## config.mk

```make
export PLATFORM = sky130hd
export DESIGN_NAME = sub_bus_top
export DESIGN_NICKNAME = d
export VERILOG_FILES = /design/src/sub_bus_pkg.sv /design/src/sub_bus_if.sv /design/src/bus_arbiter.sv /design/src/cen_frac.sv /design/src/dtack_gen.sv /design/src/mem_decoder.sv /design/src/sub_bus_top.sv
export SDC_FILE = /design/constraint.sdc
export NUM_CORES = 1
export LEC_CHECK = 0
export ABC_CLOCK_PERIOD_IN_PS = 2500
export BUFFER_PORTS_ARGS = -buffer_cell sky130_fd_sc_hd__buf_2
export CAP_MARGIN = 10
export CORE_MARGIN = 4
export CORE_UTILIZATION = 37
export CTS_CLUSTER_DIAMETER = 60
export DETAILED_ROUTE_END_ITERATION = 12
export GPL_TIMING_DRIVEN = 0
export PLACE_DENSITY = 0.78
export SETUP_SLACK_MARGIN = 0.02
export SLEW_MARGIN = 20
export SYNTH_ARGS = -nofsm -noshare
export SYNTH_HDL_FRONTEND = slang
export SYNTH_HIERARCHICAL = 1
export SYNTH_SLANG_ARGS = --single-unit
```

## constraint.sdc

```tcl
create_clock -name clk -period 2.5 [get_ports clk]
set_input_delay 0.25 -clock clk [delete_from_list [all_inputs] [get_ports clk]]
set_output_delay 0.25 -clock clk [all_outputs]
set_load 0.02 [all_outputs]
```

## src/sub_bus_pkg.sv

```systemverilog
// shared address view, memory-map region codes and bus constants
// for the sub-CPU bus subsystem; RTL files use these by scoped name
`default_nettype none

package sub_bus_pkg;

    // word address 19..1, read flat by the arbiter and split by the decoder
    typedef union packed {
        logic [19:1] flat;
        struct packed {
            logic [2:0]  region;   // address 19..17
            logic        road_sel; // address 16, road RAM or serial I/O
            logic [14:0] offset;   // word offset inside the region
        } map;
    } bus_addr_t;

    // memory map, one region per 128 kB
    localparam logic [2:0] REG_ROM_LAST = 3'd2; // regions 0..2 hold ROM
    localparam logic [2:0] REG_RAM      = 3'd3;
    localparam logic [2:0] REG_ROAD     = 3'd4; // anything above is unmapped

    // returned when a read selects no memory
    localparam logic [15:0] OPEN_BUS = 16'hffff;

endpackage

`default_nettype wire

```

## src/sub_bus_if.sv

```systemverilog
// arbitrated sub bus, driven by the arbiter and read by the memory decoder
// carries whichever master currently owns the bus
`timescale 1ns/1ns
`default_nettype none

interface sub_bus_if;

    sub_bus_pkg::bus_addr_t addr;     // word address of the owning master
    logic [1:0]             dsn;      // {uds_n, lds_n}
    logic                   rnw;
    logic [15:0]            wdata;
    logic                   as_n;
    logic                   granted;  // main CPU owns the bus

    modport master (
        output addr, dsn, rnw, wdata, as_n, granted
    );

    modport slave (
        input  addr, dsn, rnw, wdata, as_n, granted
    );

endinterface

`default_nettype wire

```

## src/bus_arbiter.sv

```systemverilog
// 68000 bus request/grant/acknowledge sequencer for the main CPU
// and the mux that puts the owning master on the sub bus
`timescale 1ns/1ns
`default_nettype none

module bus_arbiter (
    input  logic        clk,
    input  logic        rst,
    input  logic        cen,
    input  logic        sub_br,      // main CPU wants the sub bus
    input  logic        cpu_bg_n,
    input  logic        cpu_as_n,
    input  logic        cpu_uds_n,
    input  logic        cpu_lds_n,
    input  logic        cpu_rnw,
    input  logic [19:1] cpu_addr,
    input  logic [15:0] cpu_dout,
    input  logic [19:1] main_addr,
    input  logic [1:0]  main_dsn,
    input  logic        main_rnw,
    input  logic [15:0] main_dout,
    output logic        cpu_br_n,
    output logic        cpu_bgack_n,
    sub_bus_if.master   bus
);

    localparam logic [1:0] ST_IDLE = 2'd0;
    localparam logic [1:0] ST_REQ  = 2'd1; // br_n low, waiting for grant
    localparam logic [1:0] ST_OWN  = 2'd2; // bgack_n low, main CPU on the bus

    logic [1:0] state;

    always_ff @(posedge clk or posedge rst) begin
        if (rst) begin
            state <= ST_IDLE;
        end else if (cen) begin
            case (state)
                ST_IDLE: if (sub_br) state <= ST_REQ;
                ST_REQ: begin
                    if (!sub_br)
                        state <= ST_IDLE;        // request withdrawn
                    else if (!cpu_bg_n && cpu_as_n)
                        state <= ST_OWN;         // CPU finished its cycle
                end
                ST_OWN: if (!sub_br) state <= ST_IDLE;
                default: state <= ST_IDLE;
            endcase
        end
    end

    assign cpu_br_n    = state != ST_REQ;
    assign cpu_bgack_n = state != ST_OWN;

    // owner mux
    assign bus.addr.flat = cpu_bgack_n ? cpu_addr : main_addr;
    assign bus.dsn       = cpu_bgack_n ? {cpu_uds_n, cpu_lds_n} : main_dsn;
    assign bus.rnw       = cpu_bgack_n ? cpu_rnw : main_rnw;
    assign bus.wdata     = cpu_bgack_n ? cpu_dout : main_dout;
    assign bus.as_n      = cpu_bgack_n ? cpu_as_n : &main_dsn; // main has no AS
    assign bus.granted   = ~cpu_bgack_n;

    // the sub-CPU stays off the bus while the main CPU holds it
    a_cpu_off_bus: assert property (
        @(posedge clk) disable iff (rst) !cpu_bgack_n |-> cpu_as_n
    );

endmodule

`default_nettype wire

```

## src/cen_frac.sv

```systemverilog
// fractional clock-enable generator for the external 68000
// each accumulator wrap emits one pulse, alternating between cen and cenb
`timescale 1ns/1ns
`default_nettype none

module cen_frac #(
    parameter logic [6:0] CEN_NUM = 7'd29,
    parameter logic [7:0] CEN_DEN = 8'd146
) (
    input  logic clk,
    input  logic rst,
    output logic cen,
    output logic cenb
);

    logic [7:0] acc;
    logic [8:0] sum;
    logic       wrap;
    logic [7:0] acc_next;
    logic       phase;    // low: next wrap goes to cen

    assign sum      = {1'b0, acc} + {2'b00, CEN_NUM};
    assign wrap     = sum >= {1'b0, CEN_DEN};
    assign acc_next = wrap ? 8'(sum - {1'b0, CEN_DEN}) : sum[7:0];

    always_ff @(posedge clk or posedge rst) begin
        if (rst) begin
            acc   <= '0;
            phase <= 1'b0;
            cen   <= 1'b0;
            cenb  <= 1'b0;
        end else begin
            acc  <= acc_next;
            cen  <= wrap & ~phase;
            cenb <= wrap &  phase;
            if (wrap)
                phase <= ~phase; // split wraps between the two phases
        end
    end

    // one subtraction per clock must bring the sum back below CEN_DEN
    a_acc_range: assert property (
        @(posedge clk) disable iff (rst) acc < CEN_DEN
    );

endmodule

`default_nettype wire

```

## src/dtack_gen.sv

```systemverilog
// DTACK and VPA generation for the sub-CPU
// DTACK waits for slow memories; interrupt acknowledge is autovectored
`timescale 1ns/1ns
`default_nettype none

module dtack_gen (
    input  logic       clk,
    input  logic       rst,
    input  logic       cen,
    input  logic       cpu_as_n,
    input  logic [2:0] cpu_fc,
    input  logic       bus_cs,    // ROM or RAM selected
    input  logic       busy,      // selected memory not ready
    output logic       cpu_dtack_n,
    output logic       cpu_vpa_n
);

    logic inta;
    logic as_n_q;
    logic as_settled;
    logic mem_ready;

    assign inta      = ~cpu_as_n && cpu_fc == 3'd7; // interrupt acknowledge
    assign cpu_vpa_n = ~inta;                       // autovector request

    // selects and read word lag AS by a clock
    assign as_settled = ~cpu_as_n & ~as_n_q;
    assign mem_ready  = ~(bus_cs & busy);

    always_ff @(posedge clk or posedge rst) begin
        if (rst) begin
            as_n_q      <= 1'b1;
            cpu_dtack_n <= 1'b1;
        end else begin
            as_n_q <= cpu_as_n;
            if (cpu_as_n)
                cpu_dtack_n <= 1'b1;                // end of cycle
            else if (cen && as_settled && mem_ready && !inta)
                cpu_dtack_n <= 1'b0;
        end
    end

    // function code holds for the whole bus cycle
    a_fc_stable: assert property (
        @(posedge clk) disable iff (rst) !cpu_as_n && $past(!cpu_as_n) |-> $stable(cpu_fc)
    );

    // an autovectored cycle never gets DTACK
    a_no_dtack_inta: assert property (
        @(posedge clk) disable iff (rst) inta && $past(inta) |-> cpu_dtack_n
    );

endmodule

`default_nettype wire

```

## src/mem_decoder.sv

```systemverilog
// memory map decoder of the sub bus
// registers the chip selects and the read word, and flags slow memories
`timescale 1ns/1ns
`default_nettype none

module mem_decoder (
    input  logic        clk,
    input  logic        rst,
    sub_bus_if.slave    bus,
    input  logic        rom_ok,
    input  logic [15:0] rom_data,
    input  logic        ram_ok,
    input  logic [15:0] ram_data,
    input  logic [15:0] road_dout,
    output logic        rom_cs,
    output logic        ram_cs,
    output logic        road_cs,
    output logic        sio_cs,
    output logic        busy,
    output logic        bus_ok,
    output logic [15:0] rdata
);

    logic [2:0] region;
    logic       strobe;      // any data strobe low
    logic       active;
    logic       granted_q;

    assign region = bus.addr.map.region;
    assign strobe = ~&bus.dsn;
    assign active = strobe | bus.granted | (~bus.as_n & bus.rnw);

    always_ff @(posedge clk or posedge rst) begin
        if (rst) begin
            rom_cs    <= 1'b0;
            ram_cs    <= 1'b0;
            road_cs   <= 1'b0;
            sio_cs    <= 1'b0;
            granted_q <= 1'b0;
        end else begin
            granted_q <= bus.granted;
            if (active) begin
                rom_cs  <= region <= sub_bus_pkg::REG_ROM_LAST;
                ram_cs  <= region == sub_bus_pkg::REG_RAM && strobe;  // writes need a strobe
                road_cs <= region == sub_bus_pkg::REG_ROAD && !bus.addr.map.road_sel;
                sio_cs  <= region == sub_bus_pkg::REG_ROAD &&  bus.addr.map.road_sel;
            end else begin
                rom_cs  <= 1'b0;
                ram_cs  <= 1'b0;
                road_cs <= 1'b0;
                sio_cs  <= 1'b0;
            end
        end
    end

    // read word, one clock behind the selects
    always_ff @(posedge clk) begin
        rdata <= rom_cs  ? rom_data  :
                 ram_cs  ? ram_data  :
                 road_cs ? road_dout :
                 sub_bus_pkg::OPEN_BUS;
    end

    assign busy   = (rom_cs & ~rom_ok) | (ram_cs & ~ram_ok);
    assign bus_ok = granted_q & ~busy; // main CPU may proceed

    // write data holds while RAM is selected for a write
    a_wdata_stable: assert property (
        @(posedge clk) disable iff (rst)
            ram_cs && $past(ram_cs) && !bus.rnw |-> $stable(bus.wdata)
    );

endmodule

`default_nettype wire

```

## src/sub_bus_top.sv

```systemverilog
// top level of the sub-CPU bus subsystem
// the sub-CPU, main CPU and memories connect here through plain ports
`timescale 1ns/1ns
`default_nettype none

module sub_bus_top #(
    parameter logic [6:0] CEN_NUM = 7'd29,
    parameter logic [7:0] CEN_DEN = 8'd146
) (
    input  logic        clk,
    input  logic        rst,
    // sub-CPU
    input  logic [23:1] cpu_addr,
    input  logic [15:0] cpu_dout,
    input  logic        cpu_as_n,
    input  logic        cpu_uds_n,
    input  logic        cpu_lds_n,
    input  logic        cpu_rnw,
    input  logic [2:0]  cpu_fc,
    input  logic        cpu_bg_n,
    output logic [15:0] cpu_din,
    output logic        cpu_dtack_n,
    output logic        cpu_vpa_n,
    output logic        cpu_br_n,
    output logic        cpu_bgack_n,
    output logic        cpu_cen,
    output logic        cpu_cenb,
    // main CPU
    input  logic [19:1] main_addr,
    input  logic [1:0]  main_dsn,
    input  logic        main_rnw,
    input  logic [15:0] main_dout,
    input  logic        sub_br,
    output logic [15:0] sub_din,
    output logic        sub_ok,
    // memories
    output logic [18:1] sub_addr,
    output logic [15:0] mem_dout,
    output logic        rnw,
    output logic [1:0]  dsn,
    output logic        rom_cs,
    output logic        ram_cs,
    output logic        road_cs,
    output logic        sio_cs,
    input  logic        rom_ok,
    input  logic [15:0] rom_data,
    input  logic        ram_ok,
    input  logic [15:0] ram_data,
    input  logic [15:0] road_dout
);

    sub_bus_if u_bus ();

    logic        busy;
    logic        bus_cs;
    logic [15:0] rdata;

    cen_frac #(
        .CEN_NUM (CEN_NUM),
        .CEN_DEN (CEN_DEN)
    ) u_cen (
        .clk  (clk),
        .rst  (rst),
        .cen  (cpu_cen),
        .cenb (cpu_cenb)
    );

    bus_arbiter u_arb (
        .clk         (clk),
        .rst         (rst),
        .cen         (cpu_cen),
        .sub_br      (sub_br),
        .cpu_bg_n    (cpu_bg_n),
        .cpu_as_n    (cpu_as_n),
        .cpu_uds_n   (cpu_uds_n),
        .cpu_lds_n   (cpu_lds_n),
        .cpu_rnw     (cpu_rnw),
        .cpu_addr    (cpu_addr[19:1]), // upper lines mirror the 1 MB map
        .cpu_dout    (cpu_dout),
        .main_addr   (main_addr),
        .main_dsn    (main_dsn),
        .main_rnw    (main_rnw),
        .main_dout   (main_dout),
        .cpu_br_n    (cpu_br_n),
        .cpu_bgack_n (cpu_bgack_n),
        .bus         (u_bus)
    );

    mem_decoder u_dec (
        .clk       (clk),
        .rst       (rst),
        .bus       (u_bus),
        .rom_ok    (rom_ok),
        .rom_data  (rom_data),
        .ram_ok    (ram_ok),
        .ram_data  (ram_data),
        .road_dout (road_dout),
        .rom_cs    (rom_cs),
        .ram_cs    (ram_cs),
        .road_cs   (road_cs),
        .sio_cs    (sio_cs),
        .busy      (busy),
        .bus_ok    (sub_ok),
        .rdata     (rdata)
    );

    assign bus_cs = rom_cs | ram_cs; // only these can stall

    dtack_gen u_dtack (
        .clk         (clk),
        .rst         (rst),
        .cen         (cpu_cen),
        .cpu_as_n    (cpu_as_n),
        .cpu_fc      (cpu_fc),
        .bus_cs      (bus_cs),
        .busy        (busy),
        .cpu_dtack_n (cpu_dtack_n),
        .cpu_vpa_n   (cpu_vpa_n)
    );

    assign sub_addr = u_bus.addr.flat[18:1];
    assign dsn      = u_bus.dsn;
    assign rnw      = u_bus.rnw;
    assign mem_dout = u_bus.wdata;
    assign cpu_din  = rdata;
    assign sub_din  = rdata; // same word serves both masters

endmodule

`default_nettype wire

```

Word level (Yosys, flattened, before mapping)

Cells that the tools add are included.

Register bits after elaboration: 36
RAM bits: 0
Input bits: 138
Bits in read-only memories: 0
Output and inout bits: 80
Memories kept: 0
Bits in latches: 0
Word-level logic and storage cells: 86

Shift-type cells: 0
$lt $le $gt $ge: 2
Reductions and logical operators: 17
Add/sub/neg operators: 2
$mul: 0
Mux-type cells: 20
Div/mod/pow operators: 0
Bitwise operators: 22
Eq/ne operators: 10

Operator list:

| kind                                                                                | number |
|---|---|
| 16-bit 2-to-1 mux                                                                   | 4 |
| 19-bit 2-to-1 mux                                                                   | 1 |
| 2-bit 2-to-1 mux                                                                    | 5 |
| 1-bit NOT                                                                           | 10 |
| 8-bit by 5-bit adder with 9-bit output, second input constant                       | 1 |
| 9-bit by 8-bit greater-or-equal comparator with 1-bit output, second input constant | 1 |
| 1-bit bitwise AND                                                                   | 8 |
| 1-bit logical AND                                                                   | 8 |
| 1-bit 2-to-1 mux                                                                    | 8 |
| 8-bit 2-to-1 mux                                                                    | 1 |
| 8-bit subtractor, second input constant                                             | 1 |
| 3-bit equality test, second input constant                                          | 2 |
| 2-bit != test, second input constant                                                | 3 |
| 2-bit one-hot mux with 3 select lines                                               | 1 |
| 1-bit logical NOT                                                                   | 4 |
| 1-bit bitwise OR                                                                    | 4 |
| 2-bit AND reduction                                                                 | 2 |
| 4-bit AND reduction                                                                 | 1 |
| 3-bit by 2-bit equality test with 1-bit output, second input constant               | 1 |
| 3-bit by 2-bit less-or-equal comparator with 1-bit output, second input constant    | 1 |
| 3-bit by 2-bit != test with 1-bit output, second input constant                     | 1 |
| 2-bit by 1-bit equality test with 1-bit output, second input constant               | 1 |
| 2-bit equality test, second input constant                                          | 1 |
| 2-bit logical NOT                                                                   | 1 |
| other kinds (2)                                                                     | 2 |

Depth between registers and ports, before layout

Gate-level depths: netlist of the first run.

Word-level depth: 9
Mapped depth: 11
Mapped depth without buffers: 9

Cells and area by module

Netlist of the first run, hierarchy kept.

Modules (own cells, without submodules):

| module      | sequential area each (µm²) | area an instance (µm²) | cells an instance | instances |
|---|---|---|---|---|
| mem_decoder | 445.4                      | 977.2                  | 107               | 1 |
| cen_frac    | 275.3                      | 860.8                  | 91                | 1 |
| bus_arbiter | 50.0                       | 789.5                  | 61                | 1 |
| sub_bus_top | 0.0                        | 126.4                  | 17                | 1 |
| dtack_gen   | 52.6                       | 92.6                   | 8                 | 1 |

Least setup slack after synthesis of the first run

OpenSTA, ideal clock, no wires.

Kind: reg-to-reg
Start point: register u_cen.acc[1]
End point: register u_cen.acc[6]
Path slack: 54 ps
Setup time: 79 ps
Period minus slack after synthesis: 2,446 ps
Path buffers: 1
Arrival: 2,366 ps
Stages on the path, launching flop included: 11
Data required time: 2,421 ps
Path through: dfrtp_1 > clkbuf_1 > inv_1 > ha_1 > ha_1 > and2_1 > a221oi_1 > o21ai_1 > a31oi_1 > mux2i_1 > xor2_1

Cells in the longest elaborated chain, start to end: 3
Elaborated cells between the ends (all ways): 4
Classes of those cells: add/sub: 2; order compare: 1; mux: 1

Ends and longest elaborated chain:

| item                                                                                             | line                           | RTL |
|---|---|---|
| from (decl)                                                                                      | cen_frac.sv:16                 | `logic [7:0] acc;` |
| from (signal assigned)                                                                           | cen_frac.sv:33                 | `acc <= acc_next;` |
| 8-bit by 5-bit adder with 9-bit output *                                                         | cen_frac.sv:22                 | `assign sum = {1'b0, acc} + {2'b00, CEN_NUM};` |
| 8-bit subtractor or 9-bit by 8-bit greater-or-equal comparator with 1-bit output (tied branches) | cen_frac.sv:24, cen_frac.sv:23 |  |
| 8-bit 2-to-1 mux *                                                                               | cen_frac.sv:24                 | `assign acc_next = wrap ? 8'(sum - {1'b0, CEN_DEN}) : sum[7:0];` |
| via u_cen.acc_next[6]                                                                            | cen_frac.sv:19                 | `logic [7:0] acc_next;` |

Mark *: on every way through the listed nets, which the timed path passes. The rest lies on a longest branch.
A chain may end at the register's enable or synchronous reset.

Worst setup path in the final report of the first run

Start point: register u_cen.acc[0]
End point: register u_cen.cenb

Cells in the longest elaborated chain, start to end: 3

Ends and longest elaborated chain:

| item                                                         | line           | RTL |
|---|---|---|
| 8-bit by 5-bit adder with 9-bit output                       | cen_frac.sv:22 |  |
| 9-bit by 8-bit greater-or-equal comparator with 1-bit output | cen_frac.sv:23 | `assign wrap = sum >= {1'b0, CEN_DEN};` |
| 1-bit bitwise AND                                            | cen_frac.sv:35 | `cenb <= wrap & phase;` |
| to (signal assigned)                                         | cen_frac.sv:35 |  |
| to (decl)                                                    | cen_frac.sv:13 | `output logic cenb` |

No other way between the ends.

==> results of run 1 <==
power groups by stage:
| stage | clock, mW | combinational, mW | sequential (mW) |
|---|---|---|---|
| 6_report | 0.563 | 0.593 | 0.643 |
| 3_5_place_dp | 0 | 0.598 | 0.656 |
| 3_3_place_gp | 0 | 0.592 | 0.654 |
| 5_1_grt | 0.610 | 0.642 | 0.647 |
| 4_1_cts | 0.582 | 0.600 | 0.644 |
| 2_1_floorplan | 0 | 0.312 | 0.697 |
layout by cell type (no fill, tap or decap), types with 6 or more instances in the layout:
cell type,synthesis,layout
inv_1,10,10
xnor2_1,6,6
buf_4,16,22
nor2b_1,19,19
mux2_4,36,36
dfrtp_1,18,18
nor3b_1,16,16
clkbuf_8,0,7
clkbuf_1,8,7
buf_2,7,218
nand2_1,29,29
dfxtp_1,16,16
o31ai_1,17,17
flip-flops by register name, summed over array words and instances, names as in the netlist:
name                 count
u_dtack/cpu_dtack_n      1
u_dec/road_cs            1
u_dec/sio_cs             1
u_dec/rdata             16
u_cen/cenb               1
u_cen/cen                1
u_cen/phase              1
u_dec/granted_q          1
u_dec/ram_cs             1
u_arb/state              2
u_dtack/as_n_q           1
u_dec/rom_cs             1
u_cen/acc                8
timing repair:
item                                   CTS  global route
setup buffers                            0             5
gates resized for setup                  5            16
endpoints found under the hold margin   16             0
hold buffers                             1             0
pin swaps                                3             7
setup endpoints to repair                9             6
critical path, cell delays in order, from the launching register on:
cell and delay [ps]:
dfrtp_1 430, ha_2 190, buf_6 130, or4_4 410
buf_6 150, o22ai_4 180, o211a_4 200, a21oi_2 60
or2_1 250, buf_6 130, and2_1 140
per-stage QoR:
stage	instances	utilization (%)	cell area (um^2)
after floorplan	284	-	2846
after global placement	596	54.77	4036
after detailed placement	596	54.77	4036
after CTS	605	56.84	4189
after global routing	610	58.25	4293
final	610	58.25	4293
worst paths after layout:
check	start	end	slack, ps	depth (start not counted)
max in group asynchronous	rst	u_cen/acc[5]	1670	3
setup / recovery	u_cen/acc[0]	u_cen/cenb	120	10
hold / removal	cpu_as_n	u_dtack/as_n_q	120	1
min in group asynchronous	rst	u_arb/state[0]	390	3
hold reg to reg	u_cen/phase	u_cen/cen	460	1
setup reg to reg	u_cen/acc[0]	u_cen/cenb	120	10
layout make-up:
class	count	area [um^2]
Timing Repair Buffer	219	1114
Tap cell	99	123.9
Buffer	37	299.0
Multi-Input combinational cell	200	1765
Fill cell	649	3077
Clock buffer	7	96.34
Inverter	11	41.29
Sequential cell	36	823.3
Clock inverter	1	30.03
per-layer routing:
layer  global-route usage, %  vias to the layer above  part of all wire [%]
met5                       0                        -                     0
met4                   5.806                        0                   1.5
met3                   4.769                        6                   9.8
met2                   33.64                      145                    53
met1                   19.13                     1336                    36
li1                        -                     1444                     -
kinds of logic after synthesis:
| kind of cell | after synthesis | share of synthesized area, % |
|---|---|---|
| simple gates | 96 | 20.26 |
| compound gates | 51 | 14.51 |
| buf+inv | 48 | 11.38 |
| mux | 41 | 20.84 |
| flops | 36 | 28.92 |
| xor+xnor | 9 | 2.769 |
| fa+ha+maj | 3 | 1.319 |
==> results.md, run 1 <==
- Status: finished, final reports clean
- Vias in the first global route: between 2,000 and 3,000
- Synth area leaders: mux2_4 (19%), dfrtp_1 (16%), dfxtp_1 (11%), o31ai_1 (4.5%), buf_4 (4.2%)
- Main flop type after synthesis: dfrtp_1
- Area Overhead vs Synth: 50.81%
- Setup WS post-layout: ~120 ps
- Period utilization: around 95%
- Max H-tree Level: 2
- Cell variety after synth: 61
- Row cnt: 31
- Antenna violations before repair: 0
- Initial Utilization: around two fifths
- Synthesized area: 0.002846 mm^2
- Syn Nets: 425
- Kind of critical path: register to register
- Die Ht: around 96 um
- Switching Fraction: between 20 and 30%
- First-pass GRT wire length: approximately 13,000 um
- Die width: between 90 and 100 um
- Rel. slew slack: between 60% and 70%
- Leading area contributor after synthesis: mux2_4
- Global placer's final weighted congestion: 0.8526
- Proportion of layout cells with a drive suffix above 1: around three fifths
- Cells after Synth: roughly 280
- Sequential share of power: between 30 and 40%
- Max Root-Sink Buffers: 2
- Worst Max-Slew Pin Slew: between 400 and 500 ps
- Power share of the combinational group: around a third
- Vias per Instance: 4.805
- List of most frequent post-synthesis cells: mux2_4 (36), nand2_1 (29), nor2b_1 (19), dfrtp_1 (18), o31ai_1 (17)
- Clock power frac: a little under a third
- Final WL: ~8800 um
- Crit path DAT: 2570 ps
- Overall Power: between 1.5 and 2 mW
- Vias: ~3,000
- Fin. Hold Viols: 0
- Total number of yosys warnings: 6
- WL/cell: approximately 14 um
- Final setup viols: 0
- Ys async rst share: between 50 and 60%
- Antenna Cells: 0
- Int Pwr: roughly 1.3 mW
- Pwr Density: 419.1 mW/mm^2
- First-pass DRT Iterations: 4
- Worst slack, placed: -336.8 ps
- CP max FO: 9
- Total track usage: around 18%
- Setup crit end kind: register
- Num CTS Buffers: 5
- Clock Latency Late Sink: about 290 ps
- Clock Pin Slew Worst Setup and Hold Paths: around 80 ps
- # clock sinks: 36
- Drc violations: 0
- GR Overflow Total: 0
- Initial DRC count: 94
- # port buffers: roughly 210
- Leakage: between 2 and 2.5 nW
- Max-slew violations: 0
- Worst hold margin: approximately 120 ps
- Post-synthesis sequential area ratio: around 29%
- Max_cap viols: 0
- Critical Path RT: 2680 ps
- Clk Tree Root Cell: clkbuf_8
- DIE AREA: 0.009160 mm^2
- ANT nets after route: 0
- Core Area: 0.007370 mm^2
- Top-count cell post-synth: mux2_4
- Fmax: 419.3 MHz
- Area share of the largest cell type after synthesis: between 10% and 20%
- Largest net degree at the start of global routing: 12
- Worst Hold Class: input port to register
- Io pins: 218
- Min Tclk post-route: ~2400 ps
- Average instance area after synthesis: ~10 um^2
- CTS tree: yes
- Post-Route Skew: between 5 and 6 ps
- Switch Pwr: around 540 uW
- Final Net Count: between 600 and 700
- Seq cells post-synth: 36
- Half-perimeter wire length after placement: about 7500 um
- EDFF count, synth: 0
- VDD IR max: roughly 0.22 mV
- Crit start category: register
- Setup TNS: 0 ps
(Power assumes the default switching activity.)
==> inputs of run 2 (changes only) <==
MAX_ROUTING_LAYER = met4   (was default)
==> results.md, run 2 (synthesized netlist as in run 1, its figures left out) <==
- First-pass DRT Iterations: 4 (unchanged)
- Clock Pin Slew Worst Setup and Hold Paths: 80 ps (about the same)
- Global placer's final weighted congestion: 0.8662 (+1.6%)
- Largest register FFs: 16 (unchanged)
- Crit start category: register
- Setup TNS: 0 ps (unchanged)
- Largest register by flop count: u_dec/rdata
- Drc violations: 0 (unchanged)
- Die width: 95.71 um (unchanged)
- Vias: 2,922 (-0.31%)
- Max-slew violations: 0 (unchanged)
- WL/cell: 14.50 um (about the same)
- Post-layout util: 58.25% (unchanged)
- Clk Tree Root Cell: clkbuf_8
- Leakage: 2.256 nW (unchanged)
- Final setup viols: 0 (unchanged)
- Antenna violations before repair: 0 (unchanged)
- Die Ht: 95.71 um (unchanged)
- Kind of critical path: register to register
- Max_cap viols: 0 (unchanged)
- Worst Hold Class: input port to register
- Worst Max-Slew Pin Slew: 509.6 ps (+11.37 ps)
- Proportion of layout cells with a drive suffix above 1: 61.64% (unchanged)
- GR Overflow Total: 0 (unchanged)
- Row cnt: 31 (unchanged)
- Period utilization: 95.40% (about the same)
- Initial DRC count: 109 (+16%)
- Pwr Density: 419.4 mW/mm^2 (about the same)
- Post-Route Skew: 5.561 ps (-0.2132 ps)
- Setup crit end kind: register
- Core Area: 0.007370 mm^2 (unchanged)
- Initial Utilization: 38.62% (unchanged)
- Area Overhead vs Synth: 50.81% (unchanged)
- # port buffers: 213 (unchanged)
- Vias in the first global route: 2,886 (+0.14%)
- First-pass GRT wire length: 12,920 um (-0.11%)
- Io pins: 218 (unchanged)
- Worst hold margin: 118.4 ps (+0.2180 ps)
- Status: finished, final reports clean
- FF/Latch Area: 823.3 um^2 (unchanged)
- Half-perimeter wire length after placement: 7458 um (unchanged)
- Max Root-Sink Buffers: 2 (unchanged)
- Filler cells: 649 (unchanged)
- Min Tclk post-route: 2385 ps (+0.2520 ps)
- Vias per Instance: 4.790 (-0.31%)
- Max H-tree Level: 2 (unchanged)
- Final WL: 8843 um (about the same)
- Num CTS Buffers: 5 (unchanged)
- Most frequent cells in the layout: buf_2 (218), mux2_4 (36), nand2_1 (29)
- Commonest non-fill, non-tap cell in the layout: buf_2
- Regs by FF count: u_dec/rdata: 16 flops, u_cen/acc: 8 flops, u_arb/state: 2 flops
- VDD IR max: 0.2216 mV (+0.37%)
- Crit path DAT: 2570 ps (about the same)
- Fmax: 419.3 MHz (about the same)
- Rel. slew slack: 66.03% (-0.76 points)
- Antenna Cells: 0 (unchanged)
- Largest net degree at the start of global routing: 12 (unchanged)
- Overall Power: 1.800 mW (about the same)
- CTS tree: yes
- Fin. Hold Viols: 0 (unchanged)
- CP max FO: 9 (unchanged)
- Critical Path RT: 2680 ps (about the same)
- DIE AREA: 0.009160 mm^2 (unchanged)
- Final Net Count: 651 (unchanged)
- ANT nets after route: 0 (unchanged)
- Clock Latency Late Sink: 290 ps (about the same)
- # clock sinks: 36 (unchanged)
- Total track usage: 18.33% (+0.47 points)
- Area taken by multi-input logic gates: 0.001765 mm^2 (unchanged)
run 2: cell counts in the layout (fill, tap and decap cells not counted):
No cell type changed its count.
run 2: worst paths after layout:
| path | start | endpoint | slack [ps] | cells past startpoint |
|---|---|---|---|---|
| max | u_cen/acc[0] | u_cen/cenb | 120 | 10 |
| min | cpu_as_n | u_dtack/as_n_q | 120 | 1 |
| max reg2reg | u_cen/acc[0] | u_cen/cenb | 120 | 10 |
| min reg2reg | u_cen/phase | u_cen/cen | 460 | 1 |
| max in group asynchronous | rst | u_cen/acc[5] | 1670 | 3 |
| min in group asynchronous | rst | u_arb/state[0] | 390 | 3 |
run 2: layer usage:
| metal | global-route usage (%) | wire length [um] | share of wire [%] |
|---|---|---|---|
| met5 | - | 0 | 0 |
| met4 | 5.806 | 127 | 1.4 |
| met3 | 4.144 | 806 | 9.1 |
| met2 | 33.64 | 4677 | 53 |
| met1 | 19.42 | 3232 | 37 |
run 2: worst max-delay path: stages (launching register included):
cell and delay (ps):
dfrtp_1 430, ha_2 190, buf_6 130, or4_4 410, buf_6 150, o22ai_4 180, o211a_4 200, a21oi_2 60
or2_1 250, buf_6 130, and2_1 140
run 2: area by class of cell:
| class | instances | share of cell area [%] |
|---|---|---|
| Tap cell | 99 | 2.885 |
| Clock buffer | 7 | 2.244 |
| Buffer | 37 | 6.966 |
| Sequential cell | 36 | 19.18 |
| Inverter | 11 | 0.9618 |
| Clock inverter | 1 | 0.6995 |
| Timing Repair Buffer | 219 | 25.94 |
| Multi-Input combinational cell | 200 | 41.12 |
run 2: repair_timing:
action / CTS / global route
resized for setup: 5 / 16
buffers inserted: 0 / 5
hold buffers: 1 / 0
setup endpoints to repair: 9 / 6
pin swaps: 3 / 7
endpoints found under the hold margin: 16 / 0
run 2: power by group:
part           leakage [nW]  switching [mW]  internal, mW
logic                  1.82           0.305         0.289
clock network        0.0645           0.212         0.352
registers             0.374          0.0238         0.619
total                  2.26           0.541          1.26
run 2: per-stage QoR:
step           worst slack, ps  instance area [um^2]  instances
6_report                 115.0                  4293        610
5_1_grt                 -7.043                  4293        610
4_1_cts                  23.29                  4189        605
3_5_place_dp            -336.8                  4036        596
3_3_place_gp            -176.9                  4036        596
2_1_floorplan            54.49                  2846        284
==> inputs of run 3 (changes only) <==
CORE_UTILIZATION = 38   (was 37)
CTS_BUF_LIST = sky130_fd_sc_hd__clkbuf_2   (was default)
PLACE_DENSITY = 0.8   (was 0.78)
==> results.md, run 3 (synthesized netlist as in run 1, its figures left out) <==
- Min Tclk post-route: 2417 ps (+32.03 ps)
- Critical Path RT: 2780 ps (+100 ps)
- Max Root-Sink Buffers: 2 (unchanged)
- Sequential share of power: 40.1% (+4.4 points)
- CP max FO: 9 (unchanged)
- Final Net Count: 649 (-0.31%)
- VDD IR max: 0.2112 mV (-4.7%)
- Most frequent cells in the layout: buf_2 (219), mux2_4 (36), nand2_1 (29)
- Int Pwr: 1.073 mW (-15%)
- ANT nets after route: 0 (unchanged)
- Overall Power: 1.605 mW (-11%)
- Vias in the first global route: 2,832 (-1.9%)
- Die Ht: 94.55 um (-1.2%)
- Fin. Hold Viols: 0 (unchanged)
- Vias per Instance: 4.834 (+0.91%)
- CP max-delay cell: dfrtp_1
- Initial DRC count: 136 (+25%)
- Drc violations: 0 (unchanged)
- Proportion of layout cells with a drive suffix above 1: 61.10% (-0.54 points)
- WL/cell: 14.99 um (+3.4%)
- First-pass GRT wire length: 13,400 um (+3.7%)
- Num CTS Buffers: 5 (unchanged)
- Vias: 2,939 (+0.58%)
- Status: finished, final reports clean
- Worst Hold Class: input port to register
- Die width: 94.55 um (-1.2%)
- Final setup viols: 0 (unchanged)
- Pwr Density: 382.2 mW/mm^2 (-8.9%)
- Antenna Cells: 0 (unchanged)
- GR Overflow Total: 0 (unchanged)
- Buf/Inv on CP: 1 (-2)
- Max_cap viols: 0 (unchanged)
- Total track usage: 19.35% (+1.0 points)
- Setup crit end kind: register
- Crit path DAT: 2700 ps (+130 ps)
- # clock sinks: 36 (unchanged)
- Post-Route Skew: 20.92 ps (+15.36 ps)
- Clk Tree Root Cell: clkbuf_2
- Post-layout util: 57.87% (-0.38 points)
- Switch Pwr: 531.6 uW (-1.7%)
- # port buffers: 213 (unchanged)
- Design area: 0.004198 mm^2 (-2.2%)
- Clock Pin Slew Worst Setup and Hold Paths: 210 ps (+130 ps)
- Io pins: 218 (unchanged)
- Rel. slew slack: 68.60% (+2.6 points)
- Switching Fraction: 33.13% (+3.1 points)
- Power share of the combinational group: 37.4% (+4.5 points)
- Crit start category: register
- Global placer's final weighted congestion: 0.8555 (-1.2%)
- Half-perimeter wire length after placement: 7815 um (+4.8%)
- Fmax: 413.7 MHz (-1.3%)
- CTS tree: yes
- Largest net degree at the start of global routing: 12 (unchanged)
- Leakage: 2.215 nW (-1.8%)
- Clock power frac: 22.5% (-8.8 points)
- Max H-tree Level: 2 (unchanged)
- Initial Utilization: 39.24% (+0.62 points)
- First-pass DRT Iterations: 4 (unchanged)
- Clock Latency Late Sink: 360 ps (+70 ps)
- CP Cell Sequence: ha_2, buf_6, xor2_1, ha_2, and2_4, a221oi_2, o21ai_4, a31oi_2, mux2i_1, xor2_1
- Top delay family on crit path: compound AO/OA/AOI/OAI gates
- Final WL: 9112 um (+3.0%)
- Setup TNS: 0 ps (unchanged)
- Cell area after placement: 0.004036 mm^2 (unchanged)
- Largest register by flop count: u_dec/rdata
- Critical path's largest stage delay: 460 ps (+30 ps)
- DIE AREA: 0.008940 mm^2 (-2.4%)
- Antenna violations before repair: 0 (unchanged)
- Commonest non-fill, non-tap cell in the layout: buf_2
- Largest register FFs: 16 (unchanged)
- Area Overhead vs Synth: 47.47%
- Post-placement cell count: 596 (unchanged)
- Final Non-Filler Cells: 608 (-0.33%)
- Row cnt: 31 (unchanged)
- Worst Max-Slew Pin Slew: 471.0 ps (-38.61 ps)
- Period utilization: 96.68% (+1.3 points)
- Kind of critical path: register to register
- Regs by FF count: u_dec/rdata: 16 flops, u_cen/acc: 8 flops, u_arb/state: 2 flops
- Max-slew violations: 0 (unchanged)
- Core Area: 0.007253 mm^2 (-1.6%)
[run 3: per-stage QoR]
| step | setup WS (ps) | hold slack (ps) |
|---|---|---|
| floorplan | 54.49 | -8.815 |
| global placement | -221.8 | 155.0 |
| detailed placement | -265.6 | 158.7 |
| CTS | 34.10 | 18.73 |
| global route | -39.42 | 29.50 |
| finish | 82.98 | 69.09 |
[run 3: what timing repair did]
item                                   4_1_cts  5_1_grt
resized for setup                            5       13
pin swaps                                    2        6
hold buffers                                 1        1
endpoints found under the hold margin       20        1
setup buffers                                1        1
setup endpoints to repair                    9        6
[run 3: final cells by class]
class | instances | area, um^2
Multi-Input combinational cell | 200 | 1753
Buffer | 37 | 292.8
Fill cell | 660 | 3055
Sequential cell | 36 | 823.3
Clock inverter | 3 | 37.54
Timing Repair Buffer | 217 | 1101
Clock buffer | 5 | 25.02
Inverter | 11 | 41.29
Tap cell | 99 | 123.9
[run 3: final timing paths]
path	startpoint	endpoint	slack, ps	depth (start not counted)
max in group asynchronous	rst	u_cen/acc[6]	1740	3
worst min register to register	u_cen/phase	u_cen/cen	500	1
worst max register to register	u_cen/acc[0]	u_cen/acc[6]	80	10
worst max-delay path	u_cen/acc[0]	u_cen/acc[6]	80	10
worst min-delay path	rom_data[7]	u_dec/rdata[7]	70	3
min in group asynchronous	rst	u_arb/state[0]	330	3
[run 3: power groups by stage]
stage | registers, mW | clock network, mW | logic (mW)
floorplan | 0.697 | 0 | 0.312
global placement | 0.654 | 0 | 0.595
detailed placement | 0.656 | 0 | 0.602
CTS | 0.644 | 0.372 | 0.605
global route | 0.650 | 0.399 | 0.641
finish | 0.644 | 0.361 | 0.600
[run 3: worst register-to-register path: stages (launching register included)]
cell and delay (ps):
dfrtp_1 460, ha_2 180, buf_6 130, xor2_1 150, ha_2 210, and2_4 160, a221oi_2 290, o21ai_4 130
a31oi_2 210, mux2i_1 230, xor2_1 180
[run 3: per-layer routing]
layer  up-vias  track usage [%]  routed length, um  part of all wire, %
met2       156            36.70               4769                   52
met4         0            5.048                187                  2.1
met5         -                -                  0                    0
met1      1333            20.48               3325                   36
li1       1438                -                  -                    -
met3        12            3.586                830                  9.1
